===== src/hw/cpu_defines.svh =====
`ifndef CPU_DEFINES_SVH
`define CPU_DEFINES_SVH

// Datapath word and storage sizes
`define WORD_WIDTH 32
`define REG_COUNT 16
`define MEM_DEPTH 512

// Instruction word layout
// Opcode sits in the top five bits
`define OPCODE_MSB 31

// Register fields are four bits wide, MSB given
`define RA_MSB 26
`define RB_MSB 22
`define RC_MSB 18

// Immediate field occupies the low bits, sign-extended on use
`define CONST_WIDTH 19

`endif

===== src/hw/cpuPkg.sv =====
`include "cpu_defines.svh"

package cpuPkg;

        // Bus and register value
        typedef logic [`WORD_WIDTH-1:0] wordT;

        // Full ALU result held in Z
        typedef logic [2*`WORD_WIDTH-1:0] dwordT;

        // General register index
        typedef logic [$clog2(`REG_COUNT)-1:0] regIdxT;

        // ALU operation codes, matching the instruction opcode field
        typedef enum logic [4:0] {
                LD   = 5'd0,  // Address computation, same as ADD
                ADD  = 5'd1,
                SUB  = 5'd2,
                MUL  = 5'd3,  // Signed, full 64-bit product
                DIV  = 5'd4,  // Quotient low, remainder high
                SHR  = 5'd5,
                SHL  = 5'd6,
                SHRA = 5'd7,
                ROR  = 5'd8,
                ROL  = 5'd9,
                AND  = 5'd10,
                OR   = 5'd11,
                NEG  = 5'd12,  // Two's complement of B
                XOR  = 5'd13,
                NOR  = 5'd14,
                NOT  = 5'd15   // Bitwise invert of B
        } aluOpT;

endpackage


===== src/hw/selectEncode.sv =====
`timescale 1ns/1ps
`include "cpu_defines.svh"

module selectEncode (
        input  logic           Gra,
        input  logic           Grb,
        input  logic           Grc,
        input  cpuPkg::wordT   ir,
        output cpuPkg::regIdxT idx,
        output cpuPkg::wordT   constant
);
        import cpuPkg::*;

        localparam int idxWidth = $bits(regIdxT);

        regIdxT raField;
        regIdxT rbField;
        regIdxT rcField;

        assign raField = ir[`RA_MSB -: idxWidth];
        assign rbField = ir[`RB_MSB -: idxWidth];
        assign rcField = ir[`RC_MSB -: idxWidth];

        always_comb begin
                if (Gra) begin
                        idx = raField;
                end else if (Grb) begin
                        idx = rbField;
                end else if (Grc) begin
                        idx = rcField;
                end else begin
                        idx = '0;
                end
        end

        // Immediate field, sign-extended to a full word
        assign constant = {{(`WORD_WIDTH - `CONST_WIDTH){ir[`CONST_WIDTH-1]}},
                           ir[`CONST_WIDTH-1:0]};

        // Control steps select one register field at a time
        selOneHot: assert final ($onehot0({Gra, Grb, Grc}))
                else $error("More than one register select line is high");

endmodule


===== config.mk =====
export PLATFORM = sky130hd
export DESIGN_NAME = selectEncode
export DESIGN_NICKNAME = d
export VERILOG_FILES = /design/src/hw/cpuPkg.sv /design/src/hw/selectEncode.sv
export VERILOG_INCLUDE_DIRS = /design/src /design/src/hw
export SDC_FILE = /design/constraint.sdc
export NUM_CORES = 1
export LEC_CHECK = 0
export BUFFER_PORTS_ARGS = -buffer_cell sky130_fd_sc_hd__buf_2
export CAP_MARGIN = 10
export CORE_AREA = 2 2 39 41
export DETAILED_ROUTE_END_ITERATION = 7
export DIE_AREA = 0 0 41 43
export PLACE_DENSITY = 0.85
export RECOVER_POWER = 100
export SLEW_MARGIN = 20
export SYNTH_ARGS = -nofsm -noshare
export SYNTH_HDL_FRONTEND = slang
export SYNTH_SLANG_ARGS = --single-unit

===== constraint.sdc =====
create_clock -name vclk -period 0.9
set_clock_uncertainty 0.1 [all_clocks]
set_input_delay 0.09 -clock vclk [all_inputs]
set_output_delay 0.09 -clock vclk [all_outputs]
set_load 0.01 [all_outputs]

# Word-level counts from Yosys, hierarchy flattened
# Cells that the tools add are included.
# W data, S select, Z words.
classes:
  n_addsub: 0
  multipliers: 0
  n_div: 0
  order_cmp: 0
  eq_ne: 0
  shifts: 0
  mux: 3
  bitwise_logic: 0
  n_reduce_logical: 0
ops:
  columns: ["op", "count"]
  rows:
  - ["$mux W4", 3]
totals:
  register_bits: 0
  latchBits: 0
  ram_bits: 0
  rom_bits: 0
  input_bits: 35
  out_inout_bits: 36
  wordCells: 3
  n_memories: 0

# Depth between registers and ports, before layout
depth:
  ltp_word: 3
  mapped_depth: 2
  mapped_depth_nobuf: 2

# Worst setup path before layout
# Ideal clock, no wire load.
synth_path:
  kind: "input to output"
  start: "in Grb"
  end: "out idx[3]"
  t_arrival_ns: 0.438
  required_time_ns: 0.710
  path_slack_ns: 0.272
  stages: 2
  path_buffers: 0
  cell_sequence: "nand3b_1 -> a21oi_1"
synth_via:
  elab_chain_cells: 2
synth_rtl:
  columns: ["item", "line_no", "text"]
  rows:
  - ["start: declaration", "selectEncode.sv:6", "input logic Grb,"]
  - ["$mux W4", "selectEncode.sv:27", "end else if (Grb) begin"]
  - ["$mux W4", "selectEncode.sv:25", "if (Gra) begin"]
  - ["end: declaration", "selectEncode.sv:9", "output cpuPkg::regIdxT idx,"]
# No other way between the ends.

# Worst setup path after layout
layout_path:
  start: "in Grb"
  end: "out idx[1]"
# The elaborated chain is that of the path after synthesis.

==> flow_summary.ini <==
[floorplanning]
area_of_the_placeable_core_um2 = 1384
floorplan.rows = 14
floorplan.die_area_um2 = 1763
io_pins = 71
start_util = 0.2532
chipHeight_um = 43
chipWidth_um = 41

[timing]
setup_viol = 0
timing_worst_slew_pin_value_ps = 202.1
max_freq_mhz = 1169
finalCritPeriodShare = 0.9502
hold_violations = 0
slew_violations = 0
setup_total_negative_slack_ps = 0
slew-limit-headroom = 0.8653
unrepaired_setup_endpoints_after_global_routing = false
finalCriticalPeriod_ps = 855.2

[pwr]
power.net_switching_mw = 0.08699
clkPwrFrac = 0
leakagePower_nw = 0.1510
power_density_nw_per_um2 = 535.8
p_total_mw = 0.1609
p_int_mw = 0.07391
power.ir.vdd_worst_v = 0.0001434
pwr-share-comb = 1.000
seq_power_share = 0
switching_share = 0.5407

[finish]
ant_diodes = 0
drive_gt1_frac = 0.5283
area.growth.synth_to_final_pct = -14.29
count_of_non_filler_cells_in_the_finished_layout = 69
design.final.nets = 90
post-route-util = 0.2170
fill_cells = 160
sequential_cell_area_um2 = 0
post-route-cell-area_um2 = 300.3
nFlopsAndLatches = 0
layout_clock_buffer_count = 0

[hold_path]
worstHoldPathCells = 0
min-delay-path-class = primary input to output port

[critical_path]
arrival_time_of_data_at_the_critical_path_endpoint_ps = 670
worst-endpoint-required_ps = 710
maximum_fanout_count_along_the_critical_path = 8
critical_path.endpoint_type = output port
timing_worst_setup_path_type = primary input to output port
crit_path_start_kind = primary input

[place]
numPortBuffers = 36
finalWeightedCongestion = 0.6106
placement.cell_area_um2 = 317.8
place_hpwl_um = 598.1
placed_cells_incl_taps = 69

[yosys]
synth_cell_type_count = 6
synth_cells = 48
synth_sequential_area_ratio = 0
syn-cell-area_um2 = 350.3
synth_warn = 0
synth_area_per_cell_um2 = 7.299
synth_nets = 83

[grt]
grt_pass1_vias = 261
global_route_wire_length_before_repair_um = 1041
number_of_antenna_violations_at_the_first_check_in_global_routing = 0
grt_start_max_net_pins = 15
grt-ovfl-total = 0
gr-usage-all-layers = 0.07692

[clock_tree]
cts_resized = 0
post_cts_hold_buffer_count = 0
number_of_buffers_inserted_to_repair_setup_after_cts = 0

[detailed_routing]
route.final.wire_length_um = 670
drc = 0
firstDrtPassIters = 1
via_count = 293
post_drt_wl_per_cell_um = 9.710
route.detailed.vias_per_inst = 4.246
antenna_left = 0
detailed_router_s_first_iteration_violation_count = 0

[job]
max-cap-violations = 0

[run_status]
run_status = completed
[critical path, cell delays in order]
cell,delay [ps]
sky130_fd_sc_hd__buf_2,140
sky130_fd_sc_hd__nand3b_1,180
sky130_fd_sc_hd__a21oi_2,120
sky130_fd_sc_hd__buf_2,130
[final timing paths]
check  slack [ps]   from     endpoint
max            40    Grb       idx[1]
min            80  ir[4]  constant[4]
[power groups by stage]
| stage | sequential, mW | combinational [mW] | clock, mW |
|---|---|---|---|
| floorplan | 0 | 0.190 | 0 |
| global placement | 0 | 0.167 | 0 |
| detailed placement | 0 | 0.171 | 0 |
| CTS | 0 | 0.171 | 0 |
| global route | 0 | 0.182 | 0 |
| finish | 0 | 0.161 | 0 |
[metal layers]
metal | GRT usage | share of wire
met2 | 0.1563 | 0.50
met1 | 0.06646 | 0.30
met5 | 0 | 0
met3 | 0.02094 | 0.19
met4 | 0.01333 | 0.018
[logic make-up (layout without fill, tap and decap cells)]
kind of cell	after synthesis	after routing	synth area share
buf+inv	32	37	0.6857
simple gates	8	8	0.1679
compound gates	8	8	0.1464
[cell type report]
cell class	instances	area [um2]	share of cell area
timing repair buffer	37	170.2	0.5667
tap	16	20.02	0.06667
multi-input combinational	16	110.1	0.3667
[cell usage after synthesis (all sizes together)]
cell type	instances	area share
and2b	3	0.064
buf	32	0.69
nand3b	4	0.086
nor2b	1	0.018
a21oi	8	0.15
[stage by stage]
step	worst slack (ps)	hold WS (ps)
finish	44.82	80.00
floorplan	271.7	171.8
CTS	40.81	80.07
global placement	74.73	80.07
detailed placement	46.20	80.07
global route	5.621	80.02
[cell usage in the layout, fill, tap and decap left out, drive strengths merged]
cell type  Yosys  layout
a21oi          8       8
and2b          3       3
buf           32      19
clkbuf         0      18
nand3b         4       4
nor2b          1       1
Note: power is estimated with default switching activity, not from simulation.
