[src/hw/cpu_defines.svh]
`ifndef CPU_DEFINES_SVH
`define CPU_DEFINES_SVH

// Datapath word and storage sizes
`define WORD_WIDTH 32
`define REG_COUNT 16
`define MEM_DEPTH 512

// Instruction word layout
// Opcode sits in the top five bits
`define OPCODE_MSB 31

// Register fields are four bits wide, MSB given
`define RA_MSB 26
`define RB_MSB 22
`define RC_MSB 18

// Immediate field occupies the low bits, sign-extended on use
`define CONST_WIDTH 19

`endif
[src/hw/cpuPkg.sv]
`include "cpu_defines.svh"

package cpuPkg;

        // Bus and register value
        typedef logic [`WORD_WIDTH-1:0] wordT;

        // Full ALU result held in Z
        typedef logic [2*`WORD_WIDTH-1:0] dwordT;

        // General register index
        typedef logic [$clog2(`REG_COUNT)-1:0] regIdxT;

        // ALU operation codes, matching the instruction opcode field
        typedef enum logic [4:0] {
                LD   = 5'd0,  // Address computation, same as ADD
                ADD  = 5'd1,
                SUB  = 5'd2,
                MUL  = 5'd3,  // Signed, full 64-bit product
                DIV  = 5'd4,  // Quotient low, remainder high
                SHR  = 5'd5,
                SHL  = 5'd6,
                SHRA = 5'd7,
                ROR  = 5'd8,
                ROL  = 5'd9,
                AND  = 5'd10,
                OR   = 5'd11,
                NEG  = 5'd12,  // Two's complement of B
                XOR  = 5'd13,
                NOR  = 5'd14,
                NOT  = 5'd15   // Bitwise invert of B
        } aluOpT;

endpackage

[src/hw/regFile.sv]
`timescale 1ns/1ps
`include "cpu_defines.svh"

module regFile (
        input  logic           clk,
        input  logic           rst,
        input  logic           Rin,
        input  logic           Rout,
        input  logic           BAout,
        input  cpuPkg::regIdxT idx,
        input  cpuPkg::wordT   busIn,
        output cpuPkg::wordT   busOut
);
        import cpuPkg::*;

        wordT regs [`REG_COUNT];

        // Write port, register picked by the select-and-encode block
        always_ff @(posedge clk) begin
                if (rst) begin
                        for (int i = 0; i < `REG_COUNT; i++) begin
                                regs[i] <= '0;
                        end
                end else if (Rin) begin
                        regs[idx] <= busIn;
                end
        end

        // Base-address read turns R0 into a constant zero
        always_comb begin
                if (BAout && idx == '0) begin
                        busOut = '0;
                end else if (Rout || BAout) begin
                        busOut = regs[idx];
                end else begin
                        busOut = '0;  // Not driving the bus
                end
        end

endmodule

[config.mk]
export PLATFORM = sky130hd
export DESIGN_NAME = regFile
export DESIGN_NICKNAME = d
export VERILOG_FILES = /design/src/hw/cpuPkg.sv /design/src/hw/regFile.sv
export VERILOG_INCLUDE_DIRS = /design/src /design/src/hw
export SDC_FILE = /design/constraint.sdc
export NUM_CORES = 1
export LEC_CHECK = 0
export BUFFER_PORTS_ARGS = -buffer_cell sky130_fd_sc_hd__buf_4
export CAP_MARGIN = 5
export CORE_MARGIN = 2
export CORE_UTILIZATION = 30
export DETAILED_ROUTE_END_ITERATION = 8
export SYNTH_ARGS = -nofsm -noshare
export SYNTH_HDL_FRONTEND = slang
export SYNTH_SLANG_ARGS = --single-unit
[constraint.sdc]
create_clock -name clk -period 3.75 [get_ports clk]
set_clock_uncertainty 0.05 [all_clocks]
set_input_delay 0.1875 -clock clk [delete_from_list [all_inputs] [get_ports clk]]
set_output_delay 0.1875 -clock clk [all_outputs]
set_load 0.1 [all_outputs]
## Yosys cells after proc, flatten, opt, wreduce, memory -nomap -nowiden

Memories as Yosys holds them, arrays and structs flattened.
Index checks and enable logic that the tools add are counted.

| operators by class | value |
|---|---|
| add/sub/neg operators | 0 |
| $mul | 0 |
| divide/modulo/power cells | 0 |
| $lt $le $gt $ge | 0 |
| equality and inequality tests | 0 |
| shift operators | 0 |
| muxes and demuxes | 10 |
| bitwise logic cells | 0 |
| reduce and logical (&&, ||, !) cells | 4 |

Operators by type and width:

| operator | number |
|---|---|
| two-way mux 32 bit | 3 |
| OR reduction 32 bit | 1 |
| two-way mux 1 bit | 6 |
| zero test 4 bit | 1 |
| two-way mux 4 bit | 1 |
| logical AND 1 bit | 1 |
| logical OR 1 bit | 1 |

| word-level totals | value |
|---|---|
| bits in registers | 0 |
| bits in latches | 0 |
| RAM bits | 512 |
| bits in read-only memories | 0 |
| input bits | 41 |
| output and inout bits | 32 |
| logic and storage cells | 15 |
| memories | 1 |

Memory list:

| name | depth | bits a word | read ports | clocked after Yosys merged registers in | write ports | RTL line | RTL |
|---|---|---|---|---|---|---|---|
| regs | 16 | 32 | 1 | 0 | 16 | regFile.sv:16 | `` wordT regs [`REG_COUNT]; `` |

## Logic depth before layout (Yosys ltp)

Gate-level depths: netlist (run 1).

| logic depth | value |
|---|---|
| depth after elaboration | 5 |
| depth in mapped cells | 7 |
| depth with buffers taken out | 3 |

## Least setup slack after synthesis (run 1)

No wires, ideal clock.

| path | value |
|---|---|
| kind | input to output |
| start point | input idx[3] |
| end point | output busOut[0] |
| data arrival time | 2.003 ns |
| required time | 3.513 ns |
| path slack | 1.509 ns |
| stages on the path | 6 |
| path buffers | 3 |
| path through | buf_2 or2_0 clkbuf_1 nor3_1 buf_2 a221o_1 |

| on the way | value |
|---|---|
| word-level cells in the longest chain between the ends | 3 |
| elaborated cells between the ends (all ways) | 5 |
| those cells by class | 2 x mux; 2 x reduce/logical; 1 x memory |

RTL lines:

| what | RTL line | RTL |
|---|---|---|
| start: declaration | regFile.sv:10 | `input cpuPkg::regIdxT idx,` |
| memory (16 x 32 bit) / zero test 4 bit (equally long branches) | n/a |  |
| two-way mux 32 bit / logical AND 1 bit (equally long branches) | regFile.sv:33, regFile.sv:31 |  |
| two-way mux 32 bit (*) | regFile.sv:31 | `if (BAout && idx == '0) begin` |
| end: declaration | regFile.sv:12 | `output cpuPkg::wordT busOut` |

Every way passes the cells marked *; elsewhere a longest branch is shown, timed or not.

## Worst setup path in the final report (run 1)

| path | value |
|---|---|
| start point | input idx[0] |
| end point | output busOut[6] |

The elaborated chain is that of the path after synthesis.

==> impl_results.rst, run 1 <==
.. list-table::
   :header-rows: 1

   * - Metric
     - Value
   * - Yosys synthesis warning count
     - 0
   * - Number of nets in the synthesized netlist
     - 1444
   * - Critical Path End Type
     - primary output
   * - Post-synthesis sequential area ratio
     - 66.7%
   * - Critical path's top delay family
     - buffers and inverters
   * - X dimension of the die
     - 281 um
   * - Number of global-route vias before repair
     - 13184
   * - H-tree lvl count
     - 2
   * - Final Critical Period
     - 2850 ps
   * - CTS buffer count
     - 55
   * - Per-instance average area after synthesis
     - 16.4 sq um
   * - Routed via count divided by cell count
     - just under 5
   * - Type of element launching the critical path
     - input pin
   * - Cell-internal power
     - 10.1 mW
   * - Antenna violations before repair
     - 5
   * - Deepest clock path buffer count
     - 3
   * - Portion of total power attributed to the clock network
     - 39.3%
   * - Switching part of the total
     - 24.5%
   * - RSZ-0062 raised after global routing
     - no
   * - Number of resized instances in the post-cts repair step
     - 0
   * - Area growth, synth to finish
     - 16.5%
   * - Upper clock frequency limit
     - 0.350 GHz
   * - Post-route antenna net violation count
     - 0
   * - Post-synth EDFFs
     - a little over 500
   * - Critical path's most frequent cell
     - buf_4
   * - Worst hold slack
     - 219 ps
   * - IO Pins
     - between 70 and 80
   * - Outcome
     - finished clean
   * - Post-synthesis sequential element count
     - slightly above 500
   * - Power per cell area
     - 497 nW/um^2
   * - Clock tree from TritonCTS
     - built
   * - DR pass1 iterations
     - 5
   * - Pin count of the biggest net entering global routing
     - between 70 and 80
   * - Worst min path class
     - input pin to flip-flop
   * - Largest registers
     - regs: 512 flops
   * - # port buffers
     - 72
   * - Remaining max-slew budget at the tightest pin
     - 26.5%
   * - Biggest register
     - regs
   * - Fraction of layout cells with a size suffix above 1
     - 23.5%
   * - Lkg Pwr
     - 9.17 nW
   * - Largest register FFs
     - 512
   * - Effective utilization at floorplan
     - 30.3%
   * - Std-Cell Rows
     - approximately 100
   * - Power share of the combinational group
     - 10.5%
   * - Category of the most critical setup path
     - input pin to primary output
   * - Sum Neg Setup Slack
     - 0 ps
   * - Critical Path, Cell by Cell
     - buf_8, buf_4, mux4_2, a32o_1, a221o_1, buf_4
   * - Routed wire per std cell
     - 24.3 um
   * - Total Routing Usage GR
     - 15.9%
   * - Final core area utilization
     - 35.4%
   * - Post-detailed-placement half-perimeter wirelength
     - around 34000 um
   * - Final Hold Fails
     - 0
   * - Maximum cell stage delay along the critical path
     - 560 ps
   * - Final routed wirelength across all metal layers
     - approximately 62000 um
   * - Highest fanout seen on the critical path
     - between 50 and 60
   * - Leading register cell type out of synthesis
     - edfxtp_1
   * - Clock slew seen by the registers of the worst setup and hold paths
     - ~60 ps
   * - Root buffer selected by CTS
     - clkbuf_16
   * - Area enclosed by the die boundary
     - 79000 sq um
   * - Net count of the finished layout
     - between 1500 and 2000
   * - Starting DRT DRC Count
     - around 1200
   * - Global-route wire length before repair
     - between 90000 and 100000 um
   * - Overall power of the completed layout
     - 13.3 mW
   * - Synth cell types
     - 30
   * - NetSw
     - 3.27 mW
   * - Sum of buffers and inverters on the critical path
     - 3
   * - Vias after detailed routing
     - 12551
   * - Flop pwr share
     - about half
   * - Hold-critical path endpoint
     - regs[7][9]
   * - Transition time at the pin with the least slew margin
     - 1100 ps
   * - Most used cells in the layout excluding fill and tap cells
     - and2_1, edfxtp_1, mux4_2, buf_4, clkbuf_16
   * - Hold depth
     - 2
   * - Number of instances in the synthesized netlist
     - ~1400
   * - Final max-slew violation count
     - 0
   * - Hold Path Origin
     - rst
   * - Setup violators final
     - 0
   * - Mapped cell area
     - 23000 sq um
   * - Share of the cycle needed by the critical path after routing
     - ~76%
   * - Cell at the slowest stage of the critical path
     - mux4_2
   * - Worst ir drop on vdd
     - 0.384 mV
   * - Count of clock tree sinks
     - roughly 510
   * - Placer Congestion
     - between 0.7 and 0.8
   * - Endpoint arrival time on the critical path
     - 2620 ps
   * - Share of async-settable or async-resettable flops after synthesis
     - 0%
   * - Area of the core
     - 75900 sq um
   * - Total gr overflow
     - 0
   * - Required time at the endpoint of the critical path
     - 3510 ps
   * - Die boundary height
     - roughly 280 um
   * - Max-cap violation count
     - 0
   * - DRC violations left
     - 0
-- per-layer routing --
layer | routed length [um] | share of wire [%] | GRT usage (%) | vias up
met4 | 2070 | 3.3 | 5.66 | 2
met2 | 29600 | 48 | 25.8 | 431
met5 | 11 | 0.018 | 0 | -
met1 | 25800 | 42 | 21.2 | 6580
li1 | - | - | - | 5422
met3 | 4460 | 7.2 | 3.00 | 116
-- cell type report --
type | instances | area (sq um)
tap | 1030 | 1290
antenna | 1 | 2.50
sequential | 512 | 15400
clock inverter | 29 | 280
clock buffer | 70 | 1430
multi-input combinational | 761 | 7100
timing repair buffer | 150 | 1380
fill | 7133 | 49100
-- kinds of logic (layout without fill, tap and decap cells) --
logic type             Yosys count  after routing  share of synthesized area (%)
other                            0              1                              0
flip-flops                     512            512                           66.7
multiplexers                   130            130                           12.5
buffers and inverters          130            249                           2.70
AND/OR/NAND/NOR                564            564                           15.2
AO/OA/AOI/OAI                   67             67                           2.86
-- worst max path at each step --
| stage | start | end | cells after the start |
|---|---|---|---|
| finish | idx[0] | busOut[6] | 6 |
| detailed placement | idx[0] | busOut[6] | 6 |
| global route | idx[0] | busOut[9] | 6 |
| CTS | idx[0] | busOut[6] | 6 |
| floorplan | idx[3] | busOut[0] | 6 |
| global placement | idx[0] | busOut[6] | 6 |
-- cells in the mapped netlist (3+ instances only) --
library cell / instances / area share (%)
a221o_1: 31 / 1.3
a32o_1: 31 / 1.3
and2_1: 512 / 14
buf_1: 4 / 0.065
buf_2: 11 / 0.24
buf_4: 6 / 0.20
buf_6: 9 / 0.44
clkbuf_1: 76 / 1.2
clkbuf_2: 24 / 0.52
edfxtp_1: 512 / 67
mux2i_1: 4 / 0.17
mux4_2: 126 / 12
nor2_1: 15 / 0.24
nor2_2: 4 / 0.11
nor2b_1: 3 / 0.081
or2_2: 17 / 0.46
-- power by group through the flow --
stage | combinational [mW] | clock, mW | sequential (mW)
global placement | 1.37 | 0 | 6.80
finish | 1.39 | 5.24 | 6.70
detailed placement | 1.39 | 0 | 6.82
CTS | 1.42 | 5.32 | 6.70
floorplan | 0.947 | 0 | 6.78
global route | 1.47 | 5.54 | 6.73
-- metrics by stage --
stage	area (sq um)	setup slack (ps)	instances
floorplan	23000	1510	1403
global placement	24800	846	2421
detailed placement	24800	854	2421
CTS	26900	854	2552
global route	26900	730	2552
finish	26900	895	2553
-- repair_timing --
item | 4_1_cts | 5_1_grt
hold buffers | 32 | 0
hold endpoints to repair | 512 | 0
setup buffers | 0 | 0
Power figures use the tool's default switching activity.
==> inputs of run 2 (changes only) <==
ABC_AREA = 1   (was default)
clock period = 2.3 ns   (was 3.75 ns; I/O delays follow)
==> impl_results.rst, run 2 <==
.. list-table::
   :header-rows: 1

   * - Metric
     - Value
   * - Area growth, synth to finish
     - 16.8%
   * - Cell total after placement
     - 3743
   * - Fraction of layout cells with a size suffix above 1
     - 11.5%
   * - Area enclosed by the die boundary
     - 81200 sq um
   * - Final Hold Fails
     - 0
   * - Routed via count divided by cell count
     - 4.80
   * - RSZ-0062 raised after global routing
     - no
   * - Effective utilization at floorplan
     - 30.1%
   * - Count of non-filler cells in the finished layout
     - 3835
   * - Clock slew seen by the registers of the worst setup and hold paths
     - 60 ps
   * - DR pass1 iterations
     - 5
   * - Mapped cell area
     - 23700 sq um
   * - Post-detailed-placement half-perimeter wirelength
     - 43900 um
   * - Area taken by flip-flops and latches
     - 15400 sq um
   * - Largest cells by area after synthesis
     - edfxtp_1, nand2_1, nor2_1, clkbuf_1, buf_2
   * - Highest fanout seen on the critical path
     - 1
   * - Yosys synthesis warning count
     - 0
   * - Number of nets in the synthesized netlist
     - about 2700
   * - Upper clock frequency limit
     - 0.455 GHz
   * - Final max-slew violation count
     - 0
   * - Net count of the finished layout
     - about 2800
   * - Share of the cycle needed by the critical path after routing
     - 95.6%
   * - Largest registers
     - regs: 512 flops
   * - Transition time at the pin with the least slew margin
     - 732 ps
   * - Type of element launching the critical path
     - flip-flop
   * - Lkg Pwr
     - 12.1 nW
   * - Root buffer selected by CTS
     - clkbuf_16
   * - Setup slack of the critical path after layout
     - 101 ps
   * - Biggest register
     - regs
   * - Fillers
     - ~8100
   * - Most numerous cell in the Yosys netlist
     - nand2_1
   * - Largest register FFs
     - 512
   * - Total gr overflow
     - 0
   * - Worst min path class
     - input pin to flip-flop
   * - Clock tree from TritonCTS
     - built
   * - CTS buffer count
     - 51
   * - Worst ir drop on vdd
     - roughly 0.53 mV
   * - Remaining max-slew budget at the tightest pin
     - 51.1%
   * - Placer Congestion
     - 0.799
   * - Deepest clock path buffer count
     - 3
   * - Per-instance average area after synthesis
     - around 8.8 sq um
   * - Post-CTS repair timing setup buffer count
     - 0
   * - Antenna violations before repair
     - 0
   * - Post-synthesis cell type with the largest combined area
     - edfxtp_1
   * - # port buffers
     - slightly above 70
   * - H-tree lvl count
     - 2
   * - Number of instances in the synthesized netlist
     - 2696
   * - Most frequent standard cell in the layout excluding fill and tap cells
     - nand2_1
   * - DRC violations left
     - 0
   * - Sum Neg Setup Slack
     - 0 ps
   * - Category of the most critical setup path
     - flip-flop to primary output
   * - Antenna diode count
     - 0
   * - Most used cells in the layout excluding fill and tap cells
     - nand2_1, nor2_1, edfxtp_1, buf_4, clkbuf_16
   * - Share of async-settable or async-resettable flops after synthesis
     - 0%
   * - Multi-input gate area
     - 7610 sq um
   * - Leading register cell type out of synthesis
     - edfxtp_1
   * - Area of the core
     - 78600 sq um
   * - Routed wire per std cell
     - 19.5 um
   * - Synth cell types
     - 14
   * - Setup violators final
     - 0
   * - Final Critical Period
     - 2200 ps
   * - Post-synthesis sequential element count
     - around 510
   * - Global-route wire length before repair
     - around 110000 um
   * - Post-synthesis sequential area ratio
     - 64.9%
   * - Pin count of the biggest net entering global routing
     - 77
   * - Endpoint arrival time on the critical path
     - between 2000 and 2500 ps
   * - Total Routing Usage GR
     - ~18%
   * - Post-place setup slack
     - 247 ps
   * - Final routed wirelength across all metal layers
     - 74700 um
   * - Power per cell area
     - 775 nW/um^2
   * - Post-synth EDFFs
     - roughly 510
   * - Max-cap violation count
     - 0
   * - Count of clock tree sinks
     - slightly above 500
   * - Std-Cell Rows
     - 103
   * - Vias after detailed routing
     - about 18000
   * - Cell types with the highest counts after synthesis
     - nand2_1, nor2_1, edfxtp_1
   * - X dimension of the die
     - roughly 290 um
   * - Area share of the largest cell type after synthesis
     - 64.9%
   * - Outcome
     - finished clean
   * - Number of global-route vias before repair
     - around 17000
   * - IO Pins
     - 73
   * - Starting DRT DRC Count
     - around 2100
   * - Required time at the endpoint of the critical path
     - around 2100 ps
   * - Die boundary height
     - ~290 um
   * - Critical Path End Type
     - primary output
   * - Post-route antenna net violation count
     - 0
[run 2: changes by cell type in the layout (fill, tap and decap cells not counted), moves of 21 or more]
cell / change
and2_1: -512
nand2_2: +32
nor2_2: +21
a32o_1: -31
nand2_1: +1344
inv_1: +34
nor2_1: +538
dlygate4sd3_1: -31
a221o_1: -31
buf_4: +47
mux4_2: -126
[run 2: final cells by class]
class                           count  share of cell area (%)
Multi-Input combinational cell   1964                    27.5
Clock buffer                       63                    4.93
Inverter                           38                   0.552
Timing Repair Buffer              180                    6.18
Tap cell                         1050                    4.75
Clock inverter                     28                   0.552
Sequential cell                   512                    55.6
[run 2: kinds of logic (layout without fill, tap and decap cells)]
family,count (synthesis),after routing,share of synthesized area (%)
and+or+nand+nor,1963,1963,31.2
DFF,512,512,64.9
AOI/OAI and AO/OA,1,1,0.0211
buffers and inverters,220,309,3.86
[run 2: power breakdown]
part           total (mW)  switching (mW)  leakage (nW)  internal [mW]
Sequential           10.9           0.138          4.88           10.8
Clock                7.85            3.56         0.727           4.29
Combinational        2.67            2.02          6.47          0.657
Total                21.4            5.72          12.1           15.7
[run 2: worst paths after layout]
check	start	endpoint	slack, ps	cells past startpoint
max	regs[7][31]	busOut[31]	100	9
min	busIn[12]	regs[9][12]	30	3
[run 2: through the flow]
step	power (mW)	area, sq um	util [%]	hold WS [ps]
after floorplan	12.8	23800	-	341
after global placement	13.8	26100	33.2	619
after detailed placement	13.8	26100	33.2	617
after CTS	21.5	27700	35.2	10.6
after global routing	22.2	27700	35.2	50.1
final	21.4	27700	35.2	28.6
[run 2: layer usage]
| metal | share of wire, % | up-vias | GRT usage [%] |
|---|---|---|---|
| met5 | 0 | - | 0 |
| met4 | 2.5 | 0 | 5.25 |
| met3 | 9.1 | 104 | 3.44 |
| met2 | 44 | 819 | 28.2 |
| met1 | 44 | 8913 | 26.2 |
| li1 | - | 8556 | - |
[run 2: repair_timing]
action	CTS	global route
hold endpoints to repair	2	0
hold buffers	1	0
resized for setup	1	4
setup endpoints to repair	1	4
[run 2: worst max-delay path, cell delays in order (launching register included)]
cell and delay, ps:
edfxtp_1 380, nand2_1 80, nand2_1 50, nand2_1 50, nand2_1 50, nand2_1 50
nand2_1 60, nor2_1 410, nor2_2 60, buf_4 250
==> inputs of run 3 (changes only) <==
SLEW_MARGIN = 5   (was default)
clock period = 2.4 ns   (was 2.3 ns; I/O delays follow)
==> impl_results.rst, run 3 (synthesis gave the netlist of run 2 again) <==
.. list-table::
   :header-rows: 1

   * - Metric
     - Value
   * - Outcome
     - finished clean
   * - Lkg Pwr
     - approximately 12 nW
   * - Antenna diode count
     - 0
   * - Clock slew seen by the registers of the worst setup and hold paths
     - roughly 60 ps
   * - # port buffers
     - 72
   * - Sum Neg Setup Slack
     - 0 ps
   * - Hold depth
     - 3
   * - Count of clock tree sinks
     - 512
   * - Design area
     - 27600 sq um
   * - Most frequent standard cell in the layout excluding fill and tap cells
     - nand2_1
   * - Total gr overflow
     - 0
   * - Post-detailed-placement half-perimeter wirelength
     - 42100 um
   * - Starting DRT DRC Count
     - 1730
   * - Largest registers
     - regs: 512 flops
   * - Pin count of the biggest net entering global routing
     - 81
   * - Final core area utilization
     - between 30% and 40%
   * - Post-detailed-placement cell area
     - 26100 sq um
   * - Share of the cycle needed by the critical path after routing
     - 94.1%
   * - Routed via count divided by cell count
     - 4.74
   * - Antenna violations before repair
     - 0
   * - DRC violations left
     - 0
   * - Total Routing Usage GR
     - 18.3%
   * - Deepest clock path buffer count
     - 3
   * - Power per cell area
     - around 750 nW/um^2
   * - Setup violators final
     - 0
   * - Detail Route met2 WL
     - 33600 um
   * - Upper clock frequency limit
     - approximately 0.44 GHz
   * - Number of global-route vias before repair
     - roughly 18000
   * - Max-cap violation count
     - 0
   * - Routed wire per std cell
     - 19.4 um
   * - Biggest register
     - regs
   * - Cell total after placement
     - 3729
   * - Final max-slew violation count
     - 0
   * - Most used cells in the layout excluding fill and tap cells
     - nand2_1, nor2_1, edfxtp_1, buf_4, clkbuf_16
   * - Clock tree from TritonCTS
     - built
   * - Final Critical Period
     - 2260 ps
   * - Multi-input gate area
     - 7600 sq um
   * - Area growth, synth to finish
     - 16.6%
   * - Std-Cell Rows
     - 103
   * - Count of non-filler cells in the finished layout
     - about 3800
   * - Type of element launching the critical path
     - flip-flop
   * - Area taken by flip-flops and latches
     - 15400 sq um
   * - Category of the most critical setup path
     - flip-flop to primary output
   * - Fraction of layout cells with a size suffix above 1
     - between 10% and 20%
   * - Effective utilization at floorplan
     - 30.1%
   * - Endpoint arrival time on the critical path
     - 2090 ps
   * - Area of the core
     - 78600 sq um
   * - Hold Path Origin
     - busIn[30]
   * - Root buffer selected by CTS
     - clkbuf_16
   * - Highest fanout seen on the critical path
     - 1
   * - Largest register FFs
     - 512
   * - X dimension of the die
     - 285 um
   * - Global-route wire length before repair
     - 112000 um
   * - Top metal layer carrying routed signals
     - met4
   * - Worst ir drop on vdd
     - about 0.48 mV
   * - Met3 layer wire length in the routed design
     - approximately 6200 um
   * - Vias after detailed routing
     - 18116
   * - Routed metal-1 wire length
     - ~32000 um
   * - Area enclosed by the die boundary
     - 81200 sq um
   * - Die boundary height
     - 285 um
   * - CTS buffer count
     - 52
   * - Post-route antenna net violation count
     - 0
   * - Remaining max-slew budget at the tightest pin
     - 51.4%
   * - Overall power of the completed layout
     - 20.6 mW
   * - Worst min path class
     - input pin to flip-flop
   * - H-tree lvl count
     - 2
   * - Final Hold Fails
     - 0
   * - Hold-critical path endpoint
     - regs[5][30]
   * - Final routed wirelength across all metal layers
     - 74000 um
   * - Required time at the endpoint of the critical path
     - 2230 ps
   * - Placer Congestion
     - 0.800
   * - Fillers
     - 8069
   * - Critical Path End Type
     - primary output
   * - RSZ-0062 raised after global routing
     - no
   * - DR pass1 iterations
     - 5
   * - Net count of the finished layout
     - 2774
   * - IO Pins
     - 73
   * - Transition time at the pin with the least slew margin
     - 729 ps
## run 3: changes by cell type in the layout (fill, tap and decap cells not counted), sizes merged
cell         delta
clkbuf          +2
buf            -14
clkinv          -1
bufinv          +1
clkinvlp        -3
dlygate4sd3     -1
## run 3: worst max-delay path: stages (launching register included)
cell and delay (ps):
edfxtp_1 370, nand2_1 70, nand2_1 50, nand2_1 60, nand2_1 50, nand2_1 50, nand2_1 70, nor2_1 460
nor2_2 40, buf_4 240
## run 3: layer usage
| layer | vias to the layer above | track usage [%] |
|---|---|---|
| met5 | - | 0 |
| met4 | 0 | 5.50 |
| met3 | 107 | 2.75 |
| met2 | 732 | 29.1 |
| met1 | 8730 | 25.7 |
| li1 | 8547 | - |
## run 3: worst max-delay path by stage
| stage | cells after the start | end | slack, ps | start |
|---|---|---|---|---|
| 2_1_floorplan | 7 | regs[1][0] | 180 | idx[0] |
| 3_3_place_gp | 12 | busOut[4] | 330 | idx[0] |
| 3_5_place_dp | 12 | busOut[4] | 310 | idx[0] |
| 4_1_cts | 9 | busOut[4] | 60 | regs[11][4] |
| 5_1_grt | 9 | busOut[7] | 40 | regs[8][7] |
| 6_report | 9 | busOut[7] | 140 | regs[6][7] |
## run 3: cell type report
type	instances	area share (%)
clock buffer	65	4.97
clock inverter	25	0.575
inverter	38	0.553
multi-input combinational	1964	27.5
sequential	512	55.7
tap	1050	4.76
timing repair buffer	165	5.96
## run 3: metrics by stage
stage / hold WS, ps / setup slack (ps)
after global routing: 43.5 / 40.8
after global placement: 627 / 330
final: 21.2 / 143
after CTS: 3.65 / 62.1
after floorplan: 346 / 178
after detailed placement: 634 / 312
## run 3: report_power, final
part	internal [mW]	leakage [nW]	total, mW	switching [mW]
Combinational	0.620	6.43	2.54	1.92
Clock	4.22	0.747	7.64	3.42
Sequential	10.3	4.88	10.5	0.132
Total	15.2	12.1	20.6	5.47
## run 3: what timing repair did
item                       4_1_cts  5_1_grt
hold buffers                     0        0
buffers inserted                 0        0
setup endpoints to repair        0        3
gates resized for setup          0        3
